File: config.mk
export PLATFORM = sky130hd
export DESIGN_NAME = extract_control_flat
export DESIGN_NICKNAME = d
export VERILOG_FILES = /design/src/leaf_pkg.sv /design/src/leaf_cfg_if.sv /design/src/extract_control.sv /design/src/flat_wrapper.sv
export VERILOG_INCLUDE_DIRS = /design/src /design/src/src
export SDC_FILE = /design/constraint.sdc
export NUM_CORES = 1
export LEC_CHECK = 0
export ABC_AREA = 1
export BUFFER_PORTS_ARGS = -buffer_cell sky130_fd_sc_hd__clkbuf_2
export CORE_AREA = 5 5 96 120
export CTS_CLUSTER_SIZE = 24
export DETAILED_ROUTE_END_ITERATION = 16
export DIE_AREA = 0 0 101 125
export GPL_TIMING_DRIVEN = 1
export PLACE_DENSITY = 0.75
export SLEW_MARGIN = 20
export SYNTH_ARGS = -nofsm -noshare
export SYNTH_HDL_FRONTEND = slang
export SYNTH_SLANG_ARGS = --single-unit
File: constraint.sdc
create_clock -name clk -period 0.8 [get_ports clk]
set_input_delay 0.16 -clock clk [delete_from_list [all_inputs] [get_ports clk]]
set_output_delay 0.16 -clock clk [all_outputs]
set_load 0.05 [all_outputs]
File: src/leaf_params.svh
`ifndef LEAF_PARAMS_SVH
`define LEAF_PARAMS_SVH

// user side word width and port counts
`define LEAF_PAYLOAD_BITS   32
`define LEAF_NUM_IN_PORTS   2
`define LEAF_NUM_OUT_PORTS  2
// input fifo depth, kept a power of two
`define LEAF_FIFO_DEPTH     4
// packet port number that maps onto user input port 0
`define LEAF_FIRST_IN_PORT  2

// bft packet field widths
`define LEAF_LEAF_BITS      4
`define LEAF_PORT_BITS      4
`define LEAF_ADDR_BITS      7
`define LEAF_OUT_IDX_BITS   1
`define LEAF_PACKET_BITS    48

`endif

File: src/leaf_pkg.sv
`include "leaf_params.svh"

package leaf_pkg;

    // route view of a configuration payload
    typedef struct packed {
        logic [`LEAF_OUT_IDX_BITS-1:0] out_idx;
        logic [`LEAF_LEAF_BITS-1:0]    dest_leaf;
        logic [`LEAF_PORT_BITS-1:0]    dest_port;
        logic [`LEAF_ADDR_BITS-1:0]    base_addr;
        // unused upper part of the word
        logic [`LEAF_PAYLOAD_BITS-`LEAF_OUT_IDX_BITS-`LEAF_LEAF_BITS
               -`LEAF_PORT_BITS-`LEAF_ADDR_BITS-1:0] spare;
    } route_word_t;

    // same word is user data on ports 2/3 and a route on port 0
    typedef union packed {
        logic [`LEAF_PAYLOAD_BITS-1:0] data;
        route_word_t                   route;
    } payload_u;

    // one flit on the tree link, msb first
    typedef struct packed {
        logic                       valid;
        logic [`LEAF_LEAF_BITS-1:0] leaf;
        logic [`LEAF_PORT_BITS-1:0] port;
        logic [`LEAF_ADDR_BITS-1:0] addr;
        payload_u                   payload;
    } bft_packet_t;

    // stored route of one output port
    typedef struct packed {
        logic [`LEAF_LEAF_BITS-1:0] dest_leaf;
        logic [`LEAF_PORT_BITS-1:0] dest_port;
        logic [`LEAF_ADDR_BITS-1:0] base_addr;
    } route_t;

    // reserved packet port numbers
    localparam logic [`LEAF_PORT_BITS-1:0] CFG_PORT = `LEAF_PORT_BITS'(0);
    localparam logic [`LEAF_PORT_BITS-1:0] RSV_PORT = `LEAF_PORT_BITS'(1);

endpackage

File: src/leaf_cfg_if.sv
`timescale 1ns/10ps
`include "leaf_params.svh"

// route write from the extractor into the route registers
// one cycle strobe, no back-pressure
interface leaf_cfg_if;
    logic                          wr;
    logic [`LEAF_OUT_IDX_BITS-1:0] out_idx;
    logic [`LEAF_LEAF_BITS-1:0]    dest_leaf;
    logic [`LEAF_PORT_BITS-1:0]    dest_port;
    logic [`LEAF_ADDR_BITS-1:0]    base_addr;

    // extractor side
    modport src (output wr, output out_idx, output dest_leaf, output dest_port,
                 output base_addr);

    // route register side
    modport dst (input wr, input out_idx, input dest_leaf, input dest_port,
                 input base_addr);
endinterface

File: src/extract_control.sv
`timescale 1ns/10ps
`include "leaf_params.svh"

module extract_control (
    input  logic                         clk,
    input  logic                         reset,
    input  logic [`LEAF_PACKET_BITS-1:0] din,
    output logic [`LEAF_PACKET_BITS-1:0] dout,
    input  logic                         resend,
    output leaf_pkg::bft_packet_t        to_user,
    input  leaf_pkg::bft_packet_t        from_user,
    output logic                         slot_free,
    leaf_cfg_if.src                      cfg
);
    import leaf_pkg::*;

    // registered tree input
    bft_packet_t in_q;
    // registered outgoing packet
    bft_packet_t out_q;
    // last valid packet sent, kept for replay
    bft_packet_t last_q;
    logic        is_cfg;
    logic        is_rsv;

    // input register, reset clears the valid flag
    always_ff @(posedge clk) begin
        in_q <= din;
        if (reset) begin
            in_q.valid <= 1'b0;
        end
    end

    // port decode on the registered flit
    assign is_cfg = (in_q.port == CFG_PORT);
    assign is_rsv = (in_q.port == RSV_PORT);

    // port 0 turns into a route write, read through the route view
    assign cfg.wr        = in_q.valid && is_cfg;
    assign cfg.out_idx   = in_q.payload.route.out_idx;
    assign cfg.dest_leaf = in_q.payload.route.dest_leaf;
    assign cfg.dest_port = in_q.payload.route.dest_port;
    assign cfg.base_addr = in_q.payload.route.base_addr;

    // everything else except the reserved port goes to the fifos
    always_comb begin
        to_user       = in_q;
        to_user.valid = in_q.valid && !is_cfg && !is_rsv;
    end

    // no new word may be granted while the tree asks for a replay
    assign slot_free = !resend;

    // outgoing register, one cycle after the user accept
    always_ff @(posedge clk) begin
        out_q <= from_user;
        if (from_user.valid) begin
            last_q <= from_user;
        end
        if (reset) begin
            out_q.valid  <= 1'b0;
            last_q.valid <= 1'b0;
        end
    end

    // replay the held packet for as long as resend stays high
    // after it drops out_q is invalid until the next accept
    assign dout = resend ? last_q : out_q;

endmodule

File: src/flat_wrapper.sv
// flat-port wrapper written by rule: the top's interface ports become plain ports
module extract_control_flat import leaf_pkg::*;
  (clk, reset, din, dout, resend, to_user, from_user, slot_free, cfg_wr, cfg_out_idx, cfg_dest_leaf, cfg_dest_port, cfg_base_addr);
  leaf_cfg_if cfg_i ();
  input  logic clk;
  input  logic reset;
  input  logic [`LEAF_PACKET_BITS-1:0] din;
  output logic [`LEAF_PACKET_BITS-1:0] dout;
  input  logic resend;
  output leaf_pkg::bft_packet_t to_user;
  input  leaf_pkg::bft_packet_t from_user;
  output logic slot_free;
  output wire logic [$bits(cfg_i.wr)-1:0] cfg_wr;
  output wire logic [$bits(cfg_i.out_idx)-1:0] cfg_out_idx;
  output wire logic [$bits(cfg_i.dest_leaf)-1:0] cfg_dest_leaf;
  output wire logic [$bits(cfg_i.dest_port)-1:0] cfg_dest_port;
  output wire logic [$bits(cfg_i.base_addr)-1:0] cfg_base_addr;
  assign cfg_wr = cfg_i.wr;
  assign cfg_out_idx = cfg_i.out_idx;
  assign cfg_dest_leaf = cfg_i.dest_leaf;
  assign cfg_dest_port = cfg_i.dest_port;
  assign cfg_base_addr = cfg_i.base_addr;
  extract_control u_core (.clk(clk), .reset(reset), .din(din), .dout(dout), .resend(resend), .to_user(to_user), .from_user(from_user), .slot_free(slot_free), .cfg(cfg_i));
endmodule
==> reports/metrics.cfg <==
[clocking]
cts.reportedPaths.clkPinSlew_ns = 0.06
cts_root_buf = clkbuf_16
clock-sinks = 144
cts_tree = done
cts_buffer_depth = 2
htreeDepth = 4
insertion_delay_ns = 0.41
cts_buffers = 17

[global_routing]
grt_max_degree = 41
grt_pass1_vias = 4250
grt_pass1_wl_um = 25900
overflow = 0
gr-max-usage-layer = met2
globalRouteMet1Util_pct = 28.4
grtUsageMet2_pct = 52.0
antenna_found_initial = 1
use_met3_pct = 9.19
grt_use_total_pct = 28.0

[worst_setup_path]
crit_path_max_incr_delay_ns = 0.33
crit_path_top_delay_cell = dfxtp_2
rrSetupSlack_ns = 0.25
path_cells = nor2_4 > nand2_2 > nor2_4 > buf_12
cp.required_ns = 0.64
cp-endpoint = cfg_wr
start_kind = register
crit_arrival_ns = 1.25
reg2regPathDepth = 2
path_class = register to primary output
cp_num_cells = 4
cp_num_buf_inv = 1
crit_top_cell = nor2_4
critPathLaunch = u_core.to_user[40]
crit_family = simple AND/OR/NAND/NOR gates
rr_endpoint = u_core.last_q[47]
rr_startpoint = u_core.last_q[47]
cp_max_fo = 2
endpoint_kind = primary output

[flow_run]
cap_violations = 0

[worst_hold_path]
hold_path.class = input pin to register

[timing]
period_minus_slack_ns = 1.41
finalSetupViolCount = 114
finalCritPeriodShare_pct = 176
hold_ws_ns = 0.242
relSlewSlack_pct = 82.3
worstMarginPinSlew_ns = 0.266
hold_violations = 0
setup_ws_ns = -0.608
grt_setup_unrepaired = yes
drv_slew = 0
clock-skew-final_ns = 0
tns_ns = -42.99
fmax_mhz = 710

[detailed_routing]
remaining_drc_errors = 0
wire_per_inst_um = 23.1
vias = 3695
drtPass1Iterations = 4
drtIter0Drc = 157
postRouteAntennaNets = 0
finalWirelength_um = 18200
viasPerCell = 4.70

[die]
ios = 213
start_util_pct = 44.4
num_rows = 42
design.core.area_um2 = 10400
die_area_um2 = 12600
dieHeight_um = 125
die-width_um = 101

[layout]
fin_nets = 740
nFillCells = 353
layout-drive-gt1-share_pct = 61.8
stdcell_area_um2 = 9490
instances_no_fill = 787
synthToLayoutAreaGrowth_pct = 107

[power]
powerDensity_nw_per_um2 = 2260
ir_worst_vdd_v = 0.00169
p_leak_nw = 4.28
total_power_mw = 21.5

[placed_design]
dp.final_hpwl_um = 7250
placed_cell_area_um2 = 6080
gp_congestion = 0.715
place_inst = 656
place.port_buffers = 212

[yosys]
yosysSeqAreaShare_pct = 73.0
ys_ff_latch = 144
syn-mean-instance-area_um2 = 12.3
synth_nets = 473
synth_area_um2 = 4590
yosysUniqueCellTypes = 13
syn_inst = 374
ys_warn_count = 0

[status]
violations = negative setup slack
outcome = finished with violations

-- placed cells by master, fill, tap and decap left out --
cell type,netlist,final
nor2_1,4,2
inv_2,1,2
buf_12,3,27
buf_8,0,21
clkbuf_1,0,1
inv_12,0,1
clkinv_4,0,3
clkbuf_8,0,1
clkbuf_16,0,92
nand2_1,114,52
nor2_4,0,2
nand2_2,30,53
buf_6,1,1
dlygate4sd3_1,0,96
inv_1,6,4
dfxtp_2,0,33
clkbuf_2,0,97
clkbuf_4,0,1
nand2_4,0,39
clkinv_2,0,2
buf_4,62,5
o21ai_4,0,1
bufinv_16,0,1
a21oi_4,0,1
dfxtp_1,97,47
inv_4,0,2
inv_6,0,1
diode_2,0,1
dfxtp_4,0,17
a21oi_1,2,1
edfxtp_1,47,47
buf_16,0,1
-- synthesized netlist by cell type (all sizes together) --
library cell  count  area, um^2
nand2           144         616
nor2              4        15.0
o21ai             1        5.00
edfxtp           47        1410
buf              72         567
a21oi             2        10.0
inv               7        26.3
dfxtp            97        1940
-- power by group --
| group | switching, mW | internal [mW] | total [mW] |
|---|---|---|---|
| clock network | 3.26 | 5.14 | 8.39 |
| logic | 2.48 | 2.28 | 4.76 |
| registers | 0.300 | 8.03 | 8.33 |
-- state kept, by name, indices dropped and copies added (netlist names) --
name,flops
u_core.last_q,48
u_core.in_q,1
u_core.cfg.base_addr,7
u_core.cfg.dest_leaf,4
u_core.cfg.out_idx,1
u_core.out_q,48
u_core.to_user,31
u_core.cfg.dest_port,4
-- kinds of logic (layout without fill, tap and decap cells) --
| kind of cell | Yosys count | in the layout | synth area share, % |
|---|---|---|---|
| AO/OA/AOI/OAI | 3 | 3 | 0.327 |
| buffers and inverters | 79 | 359 | 12.9 |
| flip-flops | 144 | 144 | 73.0 |
| other | 0 | 1 | 0 |
| AND/OR/NAND/NOR | 148 | 148 | 13.7 |
-- layer usage --
layer,wire [um],vias up,share of wire [%]
met5,0,-,0
met4,552,0,3.0
met3,1290,38,7.1
met2,10200,190,56
met1,6110,1819,34
li1,-,1648,-
-- area by class of cell --
type | count | area, um^2 | area share (%)
timing repair buffer | 320 | 4160 | 43.9
sequential | 144 | 3460 | 36.4
multi-input combinational | 151 | 1030 | 10.9
clock buffer | 23 | 543 | 5.72
tap | 132 | 165 | 1.74
clock inverter | 9 | 87.6 | 0.923
inverter | 7 | 38.8 | 0.409
antenna | 1 | 2.50 | 0.0264
-- how the worst min path moves through the flow --
stage,cells after the start,end,startpoint
2_1_floorplan,0,u_core.cfg.out_idx,din[31]
3_3_place_gp,1,u_core.cfg.out_idx,din[31]
3_5_place_dp,1,u_core.to_user[13],din[13]
4_1_cts,2,u_core.last_q[15],from_user[47]
5_1_grt,2,u_core.last_q[15],from_user[47]
6_report,2,u_core.last_q[15],from_user[47]
-- timing repair --
item                       CTS  global route
setup endpoints to repair  114           114
hold buffers                96             0
buffers inserted             0             1
gates resized for setup    320            40
hold endpoints to repair   144             0
pin swaps                   81             7
cloned                       1             0
-- metrics by stage --
step	worst slack [ns]	util [%]
finish	-0.608	91.7
global route	-0.661	91.7
CTS	-0.619	90.9
detailed placement	-0.412	58.7
global placement	-0.409	58.7
floorplan	-0.167	-
-- worst register-to-register path, stage by stage (launching register included) --
cell	delay (ns)
dfxtp_2	0.32
inv_2	0.04
a21oi_1	0.12
Note: power is estimated with default switching activity, not from simulation.
