## src/leaf_params.svh

```systemverilog
`ifndef LEAF_PARAMS_SVH
`define LEAF_PARAMS_SVH

// user side word width and port counts
`define LEAF_PAYLOAD_BITS   32
`define LEAF_NUM_IN_PORTS   2
`define LEAF_NUM_OUT_PORTS  2
// input fifo depth, kept a power of two
`define LEAF_FIFO_DEPTH     4
// packet port number that maps onto user input port 0
`define LEAF_FIRST_IN_PORT  2

// bft packet field widths
`define LEAF_LEAF_BITS      4
`define LEAF_PORT_BITS      4
`define LEAF_ADDR_BITS      7
`define LEAF_OUT_IDX_BITS   1
`define LEAF_PACKET_BITS    48

`endif

```

## src/leaf_pkg.sv

```systemverilog
`include "leaf_params.svh"

package leaf_pkg;

    // route view of a configuration payload
    typedef struct packed {
        logic [`LEAF_OUT_IDX_BITS-1:0] out_idx;
        logic [`LEAF_LEAF_BITS-1:0]    dest_leaf;
        logic [`LEAF_PORT_BITS-1:0]    dest_port;
        logic [`LEAF_ADDR_BITS-1:0]    base_addr;
        // unused upper part of the word
        logic [`LEAF_PAYLOAD_BITS-`LEAF_OUT_IDX_BITS-`LEAF_LEAF_BITS
               -`LEAF_PORT_BITS-`LEAF_ADDR_BITS-1:0] spare;
    } route_word_t;

    // same word is user data on ports 2/3 and a route on port 0
    typedef union packed {
        logic [`LEAF_PAYLOAD_BITS-1:0] data;
        route_word_t                   route;
    } payload_u;

    // one flit on the tree link, msb first
    typedef struct packed {
        logic                       valid;
        logic [`LEAF_LEAF_BITS-1:0] leaf;
        logic [`LEAF_PORT_BITS-1:0] port;
        logic [`LEAF_ADDR_BITS-1:0] addr;
        payload_u                   payload;
    } bft_packet_t;

    // stored route of one output port
    typedef struct packed {
        logic [`LEAF_LEAF_BITS-1:0] dest_leaf;
        logic [`LEAF_PORT_BITS-1:0] dest_port;
        logic [`LEAF_ADDR_BITS-1:0] base_addr;
    } route_t;

    // reserved packet port numbers
    localparam logic [`LEAF_PORT_BITS-1:0] CFG_PORT = `LEAF_PORT_BITS'(0);
    localparam logic [`LEAF_PORT_BITS-1:0] RSV_PORT = `LEAF_PORT_BITS'(1);

endpackage

```

## src/leaf_cfg_if.sv

```systemverilog
`timescale 1ns/10ps
`include "leaf_params.svh"

// route write from the extractor into the route registers
// one cycle strobe, no back-pressure
interface leaf_cfg_if;
    logic                          wr;
    logic [`LEAF_OUT_IDX_BITS-1:0] out_idx;
    logic [`LEAF_LEAF_BITS-1:0]    dest_leaf;
    logic [`LEAF_PORT_BITS-1:0]    dest_port;
    logic [`LEAF_ADDR_BITS-1:0]    base_addr;

    // extractor side
    modport src (output wr, output out_idx, output dest_leaf, output dest_port,
                 output base_addr);

    // route register side
    modport dst (input wr, input out_idx, input dest_leaf, input dest_port,
                 input base_addr);
endinterface

```

## src/config_controls.sv

```systemverilog
`timescale 1ns/10ps
`include "leaf_params.svh"

module config_controls (
    input  logic            clk,
    input  logic            reset,
    leaf_cfg_if.dst         cfg,
    output leaf_pkg::route_t routes [`LEAF_NUM_OUT_PORTS]
);
    import leaf_pkg::*;

    localparam int NUM_OUT = `LEAF_NUM_OUT_PORTS;

    // route carried by the current write
    route_t wr_route;

    always_comb begin
        wr_route.dest_leaf = cfg.dest_leaf;
        wr_route.dest_port = cfg.dest_port;
        wr_route.base_addr = cfg.base_addr;
    end

    // one register per output port
    // all routes zero after reset, so packets head to leaf 0 port 0
    always_ff @(posedge clk) begin
        if (reset) begin
            for (int p = 0; p < NUM_OUT; p++) begin
                routes[p] <= '0;
            end
        end else if (cfg.wr) begin
            // updated route is seen by the packer next cycle
            routes[cfg.out_idx] <= wr_route;
        end
    end

endmodule

```

## src/flat_wrapper.sv

```systemverilog
// flat-port wrapper written by rule: the top's interface ports become plain ports
module config_controls_flat import leaf_pkg::*;
  (clk, reset, routes, cfg_wr, cfg_out_idx, cfg_dest_leaf, cfg_dest_port, cfg_base_addr);
  leaf_cfg_if cfg_i ();
  input  logic clk;
  input  logic reset;
  output leaf_pkg::route_t routes[`LEAF_NUM_OUT_PORTS];
  input wire logic [$bits(cfg_i.wr)-1:0] cfg_wr;
  input wire logic [$bits(cfg_i.out_idx)-1:0] cfg_out_idx;
  input wire logic [$bits(cfg_i.dest_leaf)-1:0] cfg_dest_leaf;
  input wire logic [$bits(cfg_i.dest_port)-1:0] cfg_dest_port;
  input wire logic [$bits(cfg_i.base_addr)-1:0] cfg_base_addr;
  assign cfg_i.wr = cfg_wr;
  assign cfg_i.out_idx = cfg_out_idx;
  assign cfg_i.dest_leaf = cfg_dest_leaf;
  assign cfg_i.dest_port = cfg_dest_port;
  assign cfg_i.base_addr = cfg_base_addr;
  config_controls u_core (.clk(clk), .reset(reset), .cfg(cfg_i), .routes(routes));
endmodule
```

## config.mk

```make
export PLATFORM = sky130hd
export DESIGN_NAME = config_controls_flat
export DESIGN_NICKNAME = d
export VERILOG_FILES = /design/src/leaf_pkg.sv /design/src/leaf_cfg_if.sv /design/src/config_controls.sv /design/src/flat_wrapper.sv
export VERILOG_INCLUDE_DIRS = /design/src /design/src/src
export SDC_FILE = /design/constraint.sdc
export NUM_CORES = 1
export LEC_CHECK = 0
export ABC_AREA = 1
export ABC_CLOCK_PERIOD_IN_PS = 900
export BUFFER_PORTS_ARGS = -buffer_cell sky130_fd_sc_hd__buf_2
export CAP_MARGIN = 10
export CORE_UTILIZATION = 42
export DETAILED_ROUTE_END_ITERATION = 7
export PLACE_DENSITY = 0.71
export SYNTH_ARGS = -nofsm -noshare
export SYNTH_HDL_FRONTEND = slang
export SYNTH_SLANG_ARGS = --single-unit
```

## constraint.sdc

```tcl
create_clock -name clk -period 0.9 [get_ports clk]
set_clock_uncertainty 0.1 [all_clocks]
set_input_delay 0.18 -clock clk [delete_from_list [all_inputs] [get_ports clk]]
set_output_delay 0.18 -clock clk [all_outputs]
set_load 0.05 [all_outputs]
```

==> impl_metrics.toml, run 1 <==
[run_status]
status = "finished, violations left"
violations = "setup timing"

[cts]
cts_buffer_depth = 2
root_buffer = "clkbuf_4"
cts_tree = "built"
htree_levels = 2
cts.sinks = 30
clock_latency_ps = 340
cts.clk_slew.worst_paths_ps = 100
cts_buffers = 5

[setup_path]
cp.required_ps = 620
cp_max_fo = 2
cpMaxStageDelayCell = "dfxtp_2"
crit_family = "flip-flops"
cp_cell_sequence = "buf_8"
start_kind = "register"
critPathMaxStageDelay_ps = 370
worst-path-buf-inv = 1
cp.arrival_ps = 850
reg2reg_depth = 4
worst-path-stages = 1
worstSetupPathType = "register to output port"
end_kind = "output port"

[final_layout]
flow.area_growth_from_synthesis_pct = 60.9
regMostFlops = "u_core.routes"
largest_reg_flops = 30
n_antenna_cell = 0
finalInstanceArea_mm2 = 0.00193
drive_gt1_frac = 0.449
reg_top3 = "u_core.routes x30"
fin_nets = 245
final_core_util = 0.707
layout_common_cells = "nand2_1, nand3_1, nor2_1, dfxtp_2"

[floorplanning]
fp.dieH_um = 55.5
start_util = 0.439
ioPinCount = 49
coreArea_mm2 = 0.00273
dieArea_mm2 = 0.00308
row_count = 19
die_w_um = 55.5

[route]
via_per_inst = 4.72
drt_iter0_markers = 34
route.detailed.drc = 0
first_pass_iters = 4
routed-via-count = 1219
avgRoutedWirePerCell_um = 12.1
antenna_left = 0
wl_mm = 3.12

[logic_synthesis]
synth_fa_ha_area_frac = 0
seq_area_frac_synth = 0.500
ys_warn_count = 0
synth_simple_gate_area_frac = 0.325
syn_inst = 166
synthMuxAreaShare = 0
syn-mean-instance-area_um2 = 7.24
synth_top_family_by_area = "simple AND/OR/NAND/NOR gates"
yosys_register_bits = 30
synth-xor-area-share = 0
synth_nets = 185
synth-compound-area-share = 0.0625
syn_area_mm2 = 0.00120
synth_cell_types = 13

[worst_hold_path]
min_path_type = "primary input to register"
hold_path_depth = 3

[pwr]
p_leak_nw = 0.927
clkPwrFrac = 0.268
power_density_mw_per_mm2 = 1610
swShare = 0.319
seq_power_share = 0.474
internal_power_w = 0.00213
switching_power_w = 0.000995
power_w = 0.00312
power_frac_comb = 0.258
max-vdd-ir-drop_uv = 1560

[grt]
antenna_found_initial = 0
grt_max_degree = 16
grt_pass1_vias = 1168
grt_overflow = 0
grt_pass1_wl_mm = 5.20
grtUsageTotal = 0.223

[sta]
setup_violations = 31
hold-worst-slack_ps = 14.8
slew_headroom = 0.855
slew_viol_final = 0
finalCritPeriodShare = 1.26
setup_ws_ps = -234
min_period_ps = 1130
tightest_slew_ps = 218
rsz0062_at_grt = "yes"
max_freq_mhz = 881
hold_viol = 0

[place]
numPortBuffers = 48
placed_area_mm2 = 0.00157
place.gp.congestion = 0.753
dpl.hpwl_mm = 2.21
pre_cts_ws_ps = -155

[run]
maxCapViolCount = 0
## power by group through the flow
stage	logic, W	clock network [W]	registers, W
2_1_floorplan	0.000213	0	0.00175
6_report	0.000805	0.000837	0.00148
5_1_grt	0.000858	0.000927	0.00149
3_5_place_dp	0.000663	0	0.00148
3_3_place_gp	0.000655	0	0.00148
4_1_cts	0.000782	0.000855	0.00147
## cells in the mapped netlist
master	count	area, µm²
a21oi_1	15	75.1
buf_2	5	25.0
buf_4	3	22.5
buf_6	1	11.3
clkbuf_1	1	3.75
clkbuf_2	1	5.00
dfxtp_1	30	601
inv_1	17	63.8
inv_2	1	3.75
nand2_1	31	116
nand3_1	30	150
nor2_1	30	113
nor2_4	1	11.3
## worst paths after layout
path,from,to,slack [ps]
worst min register to register,u_core.routes[4],u_core.routes[4],370
worst max-delay path,u_core.routes[0],routes[0],-230
worst min-delay path,cfg_dest_port[0],u_core.routes[7],10
worst max register to register,u_core.routes[8],u_core.routes[8],-10
## area by class of cell
class | count | area (µm²)
fillers | 210 | 801
repair buffers | 64 | 658
flip-flops and latches | 30 | 638
multi-input cells | 107 | 468
inverters | 18 | 70.1
clock buffers | 7 | 55.1
well taps | 31 | 38.8
clock inverters | 1 | 5.00
## routing by layer
layer | part of all wire | global-route usage | up-vias | wire (µm)
li1 | - | - | 638 | -
met1 | 0.42 | 0.245 | 533 | 1290
met2 | 0.51 | 0.370 | 39 | 1600
met3 | 0.048 | 0.0843 | 9 | 151
met4 | 0.021 | 0.118 | 0 | 65
met5 | 0 | 0 | - | 0
## through the flow
step,TNS (ps),std cells
3_3_place_gp,-1780,244
6_report,-6410,258
5_1_grt,-7700,258
4_1_cts,-6690,257
3_5_place_dp,-2560,244
2_1_floorplan,-524,166
## cells by family after synthesis
family	after synthesis
compound gates	15
buf+inv	29
flops	30
simple gates	92
## repair_timing
item | 4_1_cts | 5_1_grt
hold buffers | 2 | 1
resized for setup | 67 | 10
setup endpoints to repair | 30 | 32
hold endpoints to repair | 2 | 1
buffers inserted | 3 | 2
pin swaps | 0 | 2
Note: power is estimated with default switching activity, not from simulation.
==> run 2, diff against run 1 <==
Settings changed: ABC_CLOCK_PERIOD_IN_PS 900 to default, PLACE_DENSITY 0.71 to default, PLACE_DENSITY_LB_ADDON from default to 0.25.
==> run 2 against run 1 <==
The flow still finishes with violations (setup timing). Hold slack lost 0.92 ps. Sequential share of layout area down 0.23 points. Routed wire length up 0.16%. Core utilization grew 0.50 points. Register-to-register slack better by 100 ps. Final cell count unchanged. Via count up 5.8%. Highest routed layer unchanged.
==> impl_metrics.toml, run 2 (synthesized netlist as in run 1, its figures left out) <==
[setup_path]
cp_cell_sequence = "buf_8"
critPathMaxStageDelay_ps = 360
cp_max_fo = 2
cp.required_ps = 620
crit_family = "flip-flops"
cp.arrival_ps = 840
end_kind = "output port"
worstSetupPathType = "register to output port"
worst-path-buf-inv = 1
cpMaxStageDelayCell = "dfxtp_2"
start_kind = "register"

[final_layout]
largest_reg_flops = 30
final_common_cell = "nand2_1"
flow.area_growth_from_synthesis_pct = 62.1
layout_common_cells = "nand2_1, nor2_1, dfxtp_2"
multi_input_comb_area_um2 = 474
n_antenna_cell = 0
regMostFlops = "u_core.routes"
regArea_um2 = 638
nFillCells = 223
reg_top3 = "u_core.routes x30"
drive_gt1_frac = 0.458
fin_nets = 245

[floorplanning]
dieArea_mm2 = 0.00308
die_w_um = 55.5
fp.dieH_um = 55.5
ioPinCount = 49
start_util = 0.439
row_count = 19
coreArea_mm2 = 0.00273

[pwr]
power_w = 0.00313
max-vdd-ir-drop_uv = 1320
p_leak_nw = 0.929
power_density_mw_per_mm2 = 1610

[sta]
slew_viol_final = 0
finalCritPeriodShare = 1.24
setup_ws_ps = -218
setup_violations = 31
tightest_slew_ps = 167
slew_headroom = 0.889
rsz0062_at_grt = "yes"
max_freq_mhz = 895
hold_viol = 0
min_period_ps = 1120

[cts]
cts_buffers = 5
cts_tree = "built"
clock_latency_ps = 320
cts_buffer_depth = 2
cts.clk_slew.worst_paths_ps = 100
cts.sinks = 30
htree_levels = 2
root_buffer = "clkbuf_4"

[place]
pre_cts_ws_ps = -84.0
place.gp.congestion = 0.760
dpl.hpwl_mm = 2.14
numPortBuffers = 48

[route]
via_per_inst = 5.00
first_pass_iters = 4
drt_iter0_markers = 41
route.detailed.drc = 0
routed-via-count = 1290
avgRoutedWirePerCell_um = 12.1
antenna_left = 0
wl_mm = 3.12

[run]
maxCapViolCount = 0

[grt]
grtUsageTotal = 0.215
grt_pass1_wl_mm = 5.09
grt_pass1_vias = 1180
grt_max_degree = 26
grt_overflow = 0
antenna_found_initial = 0

[run_status]
violations = "setup timing"
status = "finished, violations left"

[worst_hold_path]
min_path_type = "primary input to register"
## run 2: cell count changes in the layout (fill, tap and decap cells not counted), sizes merged
cell      before  now
clkbuf         7    6
clkinvlp       0    1
## run 2: per-stage QoR
stage               instances  area (µm²)  hold WS (ps)  TNS, ps  utilization
CTS                       255        1880          2.88    -6540        0.689
finish                    258        1950          13.9    -6180        0.712
detailed placement        242        1560           348    -1730        0.572
floorplan                 166        1250           224     -524            -
global route              258        1950          2.02    -7400        0.712
global placement          242        1560           341     -962        0.572
## run 2: layer usage
| metal | routed length [µm] | track usage | vias up |
|---|---|---|---|
| li1 | - | - | 639 |
| met1 | 1220 | 0.236 | 608 |
| met2 | 1680 | 0.379 | 37 |
| met3 | 166 | 0.0703 | 6 |
| met4 | 53 | 0.0857 | 0 |
| met5 | 0 | 0 | - |
## run 2: power by group
group / internal, W / switching [W] / total, W
logic: 0.000331 / 0.000482 / 0.000813
clock network: 0.000375 / 0.000464 / 0.000839
registers: 0.00142 / 0.0000578 / 0.00148
## run 2: layout make-up
class | count | area share
repair buffers | 64 | 0.340
flip-flops and latches | 30 | 0.328
multi-input cells | 107 | 0.244
inverters | 18 | 0.0360
clock buffers | 6 | 0.0263
well taps | 31 | 0.0199
clock inverters | 2 | 0.00643
## run 2: path summary, 6_finish.rpt
kind,endpoint,slack [ps],cells after the start,startpoint
setup / recovery,routes[7],-220,1,u_core.routes[7]
hold / removal,u_core.routes[14],10,3,cfg_dest_leaf[3]
setup reg to reg,u_core.routes[2],90,3,u_core.routes[2]
hold reg to reg,u_core.routes[3],380,2,u_core.routes[3]
## run 2: repair_timing
| item | CTS | global route |
|---|---|---|
| hold buffers | 2 | 1 |
| hold endpoints to repair | 2 | 1 |
| setup buffers | 3 | 2 |
| pin swaps | 0 | 1 |
| endpoints found under the setup margin | 30 | 31 |
| gates resized for setup | 67 | 10 |
